`src/logic/issue_pkg.sv`:
```
package issue_pkg;

  // ****************************************
  // Queue sizing
  // ****************************************

  localparam int queue_depth = 8; // Buffer entries
  localparam int ptr_width = 3; // Index into the buffer
  localparam int stall_level = 4; // Decoder stalls above this occupancy

  // ****************************************
  // Decoded instruction
  // ****************************************

  // Execution unit that an instruction needs
  typedef enum logic [2:0] {
    alu = 3'd0,
    lsu = 3'd1,
    bcu = 3'd2,
    mul = 3'd3,
    div = 3'd4,
    csr = 3'd5
  } unit_t;

  typedef struct packed {
    logic valid;
    logic [31:0] pc;
    logic [4:0] waddr; // Destination register
    logic [4:0] raddr1; // First source register
    logic [4:0] raddr2; // Second source register
    logic wren;
    logic rden1;
    logic rden2;
    unit_t unit;
    logic serial; // Fence, mret or wfi
  } instr_t;

  localparam instr_t instr_none = '0;

  // ****************************************
  // Issue bundle
  // ****************************************

  // Lone issue always goes out in slot0
  typedef struct packed {
    instr_t slot0;
    instr_t slot1;
  } issue_t;

  // Units with a single copy in the execute stage
  function automatic logic single_copy(input unit_t unit);
    logic result;
    case (unit)
      mul, div, csr: result = 1'b1;
      default: result = 1'b0;
    endcase
    return result;
  endfunction

endpackage
```
`src/logic/issue_stage.sv`:
```
`timescale 1ns/1ns

module issue_stage import issue_pkg::*; (
  input  logic clock,
  input  logic reset,
  input  logic clear,
  input  logic done,
  input  logic exec_stall,
  input  issue_t fetch,
  output issue_t issue,
  output logic stall
);

  logic [ptr_width-1:0] wr_ptr;
  logic [ptr_width-1:0] rd_ptr;
  logic [ptr_width:0] count;
  logic accept;
  logic dual_ok;
  logic [1:0] issue_count;
  instr_t head0;
  instr_t head1;

  queue_tracker u_tracker (
    .clock(clock),
    .reset(reset),
    .clear(clear),
    .fetch(fetch),
    .issue_count(issue_count),
    .wr_ptr(wr_ptr),
    .rd_ptr(rd_ptr),
    .count(count),
    .accept(accept),
    .stall(stall)
  );

  instr_queue u_queue (
    .clock(clock),
    .reset(reset),
    .wr_ptr(wr_ptr),
    .rd_ptr(rd_ptr),
    .fetch(fetch),
    .accept(accept),
    .head0(head0),
    .head1(head1)
  );

  pair_check u_pair (
    .head0(head0),
    .head1(head1),
    .dual_ok(dual_ok)
  );

  issue_control u_control (
    .clock(clock),
    .reset(reset),
    .clear(clear),
    .done(done),
    .exec_stall(exec_stall),
    .head0(head0),
    .head1(head1),
    .count(count),
    .dual_ok(dual_ok),
    .issue_count(issue_count),
    .issue(issue)
  );

endmodule

```
`src/logic/issue_control.sv`:
```
`timescale 1ns/1ns

module issue_control import issue_pkg::*; (
  input  logic clock,
  input  logic reset,
  input  logic clear,
  input  logic done,
  input  logic exec_stall,
  input  instr_t head0,
  input  instr_t head1,
  input  logic [ptr_width:0] count,
  input  logic dual_ok,
  output logic [1:0] issue_count,
  output issue_t issue
);

  typedef enum logic {
    run,
    serial_wait
  } state_t;

  state_t state;
  state_t state_next;
  logic [1:0] wanted; // Issue width before the occupancy limit

  // ****************************************
  // Issue width
  // ****************************************

  always_comb begin
    wanted = 2'd0;
    if (state == run) begin
      if (head0.serial || head1.serial) begin
        wanted = 2'd1;
      end else if (dual_ok) begin
        wanted = 2'd2;
      end else begin
        wanted = 2'd1;
      end
      if (exec_stall) begin
        wanted = 2'd0; // Execute holds the pipe
      end
    end
    issue_count = wanted;
    if (count < (ptr_width+1)'(wanted)) begin
      issue_count = count[1:0];
    end
  end

  always_comb begin
    issue.slot0 = (issue_count != 2'd0) ? head0 : instr_none;
    issue.slot1 = (issue_count == 2'd2) ? head1 : instr_none;
  end

  // ****************************************
  // State machine
  // ****************************************

  always_comb begin
    state_next = state;
    case (state)
      run: if (issue_count != 2'd0 && head0.serial) state_next = serial_wait;
      serial_wait: if (done) state_next = run; // Resume the cycle after done
      default: state_next = run;
    endcase
    if (clear) begin
      state_next = run;
    end
  end

  always_ff @(posedge clock) begin
    if (!reset) begin
      state <= run;
    end else begin
      state <= state_next;
    end
  end

endmodule

```
`src/logic/pair_check.sv`:
```
`timescale 1ns/1ns

module pair_check import issue_pkg::*; (
  input  instr_t head0,
  input  instr_t head1,
  output logic dual_ok
);

  logic writes_reg; // head0 produces a real register result
  logic src1_hit;
  logic src2_hit;
  logic raw_hazard;
  logic same_unit;
  logic unit_conflict;

  // ****************************************
  // Register dependence
  // ****************************************

  // x0 is never a true dependence
  assign writes_reg = head0.wren && (head0.waddr != 5'd0);

  assign src1_hit = head1.rden1 && (head1.raddr1 == head0.waddr);
  assign src2_hit = head1.rden2 && (head1.raddr2 == head0.waddr);

  assign raw_hazard = writes_reg && (src1_hit || src2_hit);

  // ****************************************
  // Structural conflict
  // ****************************************

  assign same_unit = (head0.unit == head1.unit);

  // ALU, LSU and BCU are duplicated, the rest are not
  assign unit_conflict = same_unit && single_copy(head0.unit);

  assign dual_ok = !raw_hazard && !unit_conflict;

endmodule

```
`src/logic/queue_tracker.sv`:
```
`timescale 1ns/1ns

module queue_tracker import issue_pkg::*; (
  input  logic clock,
  input  logic reset,
  input  logic clear,
  input  issue_t fetch,
  input  logic [1:0] issue_count,
  output logic [ptr_width-1:0] wr_ptr,
  output logic [ptr_width-1:0] rd_ptr,
  output logic [ptr_width:0] count,
  output logic accept,
  output logic stall
);

  logic [ptr_width:0] count_q; // Occupancy at the start of the cycle
  logic [ptr_width:0] count_next;
  logic [1:0] fetched;

  assign accept = ~stall;

  always_comb begin
    fetched = 2'd0;
    if (accept && !clear) begin
      fetched = {1'b0, fetch.slot0.valid} + {1'b0, fetch.slot1.valid};
    end
  end

  // Occupancy seen by the issue logic includes this cycle's writes
  assign count = clear ? '0 : count_q + (ptr_width+1)'(fetched);
  assign count_next = count - (ptr_width+1)'(issue_count);

  always_ff @(posedge clock) begin
    if (!reset) begin
      wr_ptr <= '0;
      rd_ptr <= '0;
      count_q <= '0;
      stall <= 1'b0;
    end else if (clear) begin
      wr_ptr <= '0;
      rd_ptr <= '0;
      count_q <= '0;
      stall <= 1'b0;
    end else begin
      wr_ptr <= wr_ptr + ptr_width'(fetched);
      rd_ptr <= rd_ptr + ptr_width'(issue_count);
      count_q <= count_next;
      stall <= (count_next > stall_level); // Leaves room for one more fetch pair
    end
  end

endmodule

```
`src/logic/instr_queue.sv`:
```
`timescale 1ns/1ns

module instr_queue import issue_pkg::*; (
  input  logic clock,
  input  logic reset,
  input  logic [ptr_width-1:0] wr_ptr,
  input  logic [ptr_width-1:0] rd_ptr,
  input  issue_t fetch,
  input  logic accept,
  output instr_t head0,
  output instr_t head1
);

  instr_t mem [queue_depth];

  logic [ptr_width-1:0] wr_next;
  logic [ptr_width-1:0] rd_next;
  logic wr0;
  logic wr1;

  assign wr_next = wr_ptr + ptr_width'(1);
  assign rd_next = rd_ptr + ptr_width'(1);
  assign wr0 = accept & fetch.slot0.valid;
  assign wr1 = accept & fetch.slot1.valid;

  always_ff @(posedge clock) begin
    if (!reset) begin
      mem <= '{default: instr_none};
    end else begin
      if (wr0) begin
        mem[wr_ptr] <= fetch.slot0;
      end
      if (wr1) begin
        mem[wr_next] <= fetch.slot1; // Second slot lands right after the first
      end
    end
  end

  // Bypass lets a new instruction issue in the cycle it arrives
  always_comb begin
    head0 = mem[rd_ptr];
    if (wr0 && rd_ptr == wr_ptr) begin
      head0 = fetch.slot0;
    end else if (wr1 && rd_ptr == wr_next) begin
      head0 = fetch.slot1;
    end

    head1 = mem[rd_next];
    if (wr0 && rd_next == wr_ptr) begin
      head1 = fetch.slot0;
    end else if (wr1 && rd_next == wr_next) begin
      head1 = fetch.slot1;
    end
  end

endmodule

```
`config.mk`:
```
export PLATFORM = sky130hd
export DESIGN_NAME = issue_stage
export DESIGN_NICKNAME = d
export VERILOG_FILES = /design/src/logic/issue_pkg.sv /design/src/logic/issue_stage.sv /design/src/logic/issue_control.sv /design/src/logic/pair_check.sv /design/src/logic/queue_tracker.sv /design/src/logic/instr_queue.sv
export SDC_FILE = /design/constraint.sdc
export NUM_CORES = 2
export LEC_CHECK = 0
export BUFFER_PORTS_ARGS = -buffer_cell sky130_fd_sc_hd__buf_2
export CORE_MARGIN = 4
export CORE_UTILIZATION = 52
export CTS_CLUSTER_SIZE = 10
export DETAILED_ROUTE_END_ITERATION = 8
export PLACE_DENSITY_LB_ADDON = 0.3
export SKIP_CTS_REPAIR_TIMING = 1
export SLEW_MARGIN = 25
export SYNTH_ARGS = -nofsm -noshare
export SYNTH_HDL_FRONTEND = slang
export SYNTH_SLANG_ARGS = --single-unit
```
`constraint.sdc`:
```
create_clock -name clock -period 8.3 [get_ports clock]
set_clock_uncertainty 0.05 [all_clocks]
set_input_delay 1.66 -clock clock [delete_from_list [all_inputs] [get_ports clock]]
set_output_delay 1.66 -clock clock [all_outputs]
set_load 0.005 [all_outputs]
```
==> out/results.ini <==
[floorplanning]
std_cell_rows=87
die_y_um=246.5
die_w_um=246.5
ios=226
dieArea_um2=60750
core_area_um2=56390
initial_utilization=0.5245

[job]
max_cap_violations=0

[place]
gp_congestion=0.9137
port_buffers=225
dp_hpwl_um=59130
pre_cts_slack_ns=0.3422
post_dp_cell_area_um2=30600

[final_layout]
layout-drive-gt1-share=0.1993
multi_input_area_um2=18950
nets=3148
area_growth_pct=8.681
layout_commonest_cell=nor2_1
final_cell_mix=nor2_1, mux2i_1, a211oi_1
utilization=0.5700
num-fill-cells=4884
final-seq-area_um2=9060
fin_area_um2=32140

[power]
totalPowerFinal_w=0.007434
powerDensity_nw_per_um2=231.3
vdd_drop_max_mv=0.1928
leakage_nw=12.72
power_frac_seq=0.320
pwr-share-clk=0.288
power.internal_w=0.004614
p_sw_w=0.002819
p_comb_frac=0.392
p_sw_frac=0.3793

[drt]
ant_nets=0
topRoutingLayerUsed=met5
wl_met3_um=10490
vias_per_cell=6.943
dr_wl_met2_um=45940
drtIter0Drc=3157
num_vias=26412
drc=0
wl_per_cell_um=26.58
met1_length_um=39480
wl_um=101100
drt-pass1-iter-count=6

[grt]
grt_pass1_wl_um=154900
overflow=0
grt_antenna_before_repair=16
grt_max_degree=158
grt_pass1_vias=25836
track_usage=0.3237

[sta]
setup_violations=0
tns_ns=0
post-route-min-period_ns=8.064
max_freq_mhz=124.0
drv_slew=0
finalCritPeriodShare=0.9716
relSlewSlack=0.2740
worst_slew_pin_slew_ns=1.089
worst_slack_ns=0.2360
hold_viol=0

[logic_synthesis]
synthTopCellsByArea=dfxtp_1, mux2i_1, mux4_2, a211oi_1, nor2_1
synthesis.area_um2=29570
yosysTopAreaCellShare=0.3060
synth_top_area_cell=dfxtp_1
synth_edf_count=0
synthArstFlopShare=0
ys_types=60
syn_avg_cell_area_um2=9.522
yosysSeqAreaShare=0.3060
ys_seq_elements=452
synth_warnings=0
synthCells=3106
synth_ff_type=dfxtp_1
syn_nets=3235

[worst_setup_path]
end_kind=output port
cp-startpoint=u_tracker.rd_ptr[2]
start_kind=register
rrSetupSlack_ns=1.90
r2r-start=u_tracker.rd_ptr[2]
path_max_fanout=31
crit_arrival_ns=6.35
required_ns=6.59
path_class=reg -> out

[cts]
htreeDepth=2
cts_tree=yes
cts_buffers=53
cts_num_sinks=452
cts.path.max_buffers=3
cts.clk_slew.worst_paths_ns=0.06
clock_latency_ns=0.62
clockRootBuffer=clkbuf_16

[hold_path]
min_from=u_queue.mem[164]
hold_path.class=reg -> reg

[run_status]
outcome=finished clean

[flip-flops by register name (all words and copies together) (netlist names)]
register,flops
u_control.state,1
u_queue.mem,440
u_tracker.count_q,4
u_tracker.rd_ptr,3
u_tracker.stall,1
u_tracker.wr_ptr,3
[cell usage after synthesis (8+ instances only)]
master and count:
nor2b_1 15, o21ai_0 14, mux2i_1 544, buf_1 91, a21oi_1 108, dfxtp_1 452, and2_1 12, a211oi_1 518
nand2_1 19, clkbuf_1 285, nor2_1 583, nor3_1 60, mux4_2 219, nand3_1 8, buf_2 37, xnor2_1 16
inv_1 11, ha_1 10
[power by group through the flow]
stage / logic, W / clock network (W) / registers (W)
after CTS: 0.00286 / 0.00216 / 0.00237
after floorplan: 0.00196 / 0 / 0.00238
after global placement: 0.00280 / 0 / 0.00241
after global routing: 0.00311 / 0.00223 / 0.00239
final: 0.00292 / 0.00214 / 0.00238
after detailed placement: 0.00284 / 0 / 0.00242
[path summary, 6_finish.rpt]
check / to / cells past startpoint
worst min-delay path: u_queue.mem[164] / 2
worst max-delay path: issue[108] / 17
worst max register to register: u_tracker.stall / 20
worst min register to register: u_queue.mem[164] / 2
[area by class of cell]
| class | count | share of cell area |
|---|---|---|
| diodes | 12 | 0.0009343 |
| clock buffers | 67 | 0.04477 |
| clock inverters | 5 | 0.001596 |
| inverters | 12 | 0.001635 |
| multi-input cells | 2217 | 0.5896 |
| flip-flops and latches | 452 | 0.2819 |
| well taps | 756 | 0.02943 |
| repair buffers | 283 | 0.05022 |
[layer usage]
layer / track usage / up-vias
met1: 0.4265 / 12968
met2: 0.5033 / 1653
met3: 0.07009 / 336
met5: 0 / -
li1: - / 11445
met4: 0.1650 / 10
[through the flow]
stage | instances | hold slack, ns
2_1_floorplan | 3106 | 0.3969
5_1_grt | 3799 | 0.4551
3_3_place_gp | 3720 | 0.4057
3_5_place_dp | 3720 | 0.4248
6_report | 3804 | 0.4343
4_1_cts | 3792 | 0.4326
[critical path: stages (launching register included)]
cell and delay [ns]:
dfxtp_4 0.65, xor2_4 0.73, buf_4 0.44, mux4_2 0.36
mux2i_1 0.24, a21oi_1 0.10, a21oi_1 0.30, xor2_1 0.33
nor4_4 0.09, or3_1 0.35, nand2b_1 0.16, ha_1 0.30
nor4_1 0.06, buf_4 0.18, nor2_4 0.58, buf_4 0.52
nor3_1 0.13, buf_2 0.15
[cell families (layout without fill, tap and decap cells)]
| family | after synthesis | count (layout) | synth area share |
|---|---|---|---|
| simple gates | 729 | 729 | 0.1023 |
| buf+inv | 437 | 367 | 0.05931 |
| flops | 452 | 452 | 0.3060 |
| mux | 764 | 764 | 0.3513 |
| compound gates | 682 | 682 | 0.1638 |
| other cells | 0 | 12 | 0 |
| fa+ha+maj | 14 | 14 | 0.006938 |
| xor+xnor | 28 | 28 | 0.01036 |
Power figures use the tool's default switching activity.
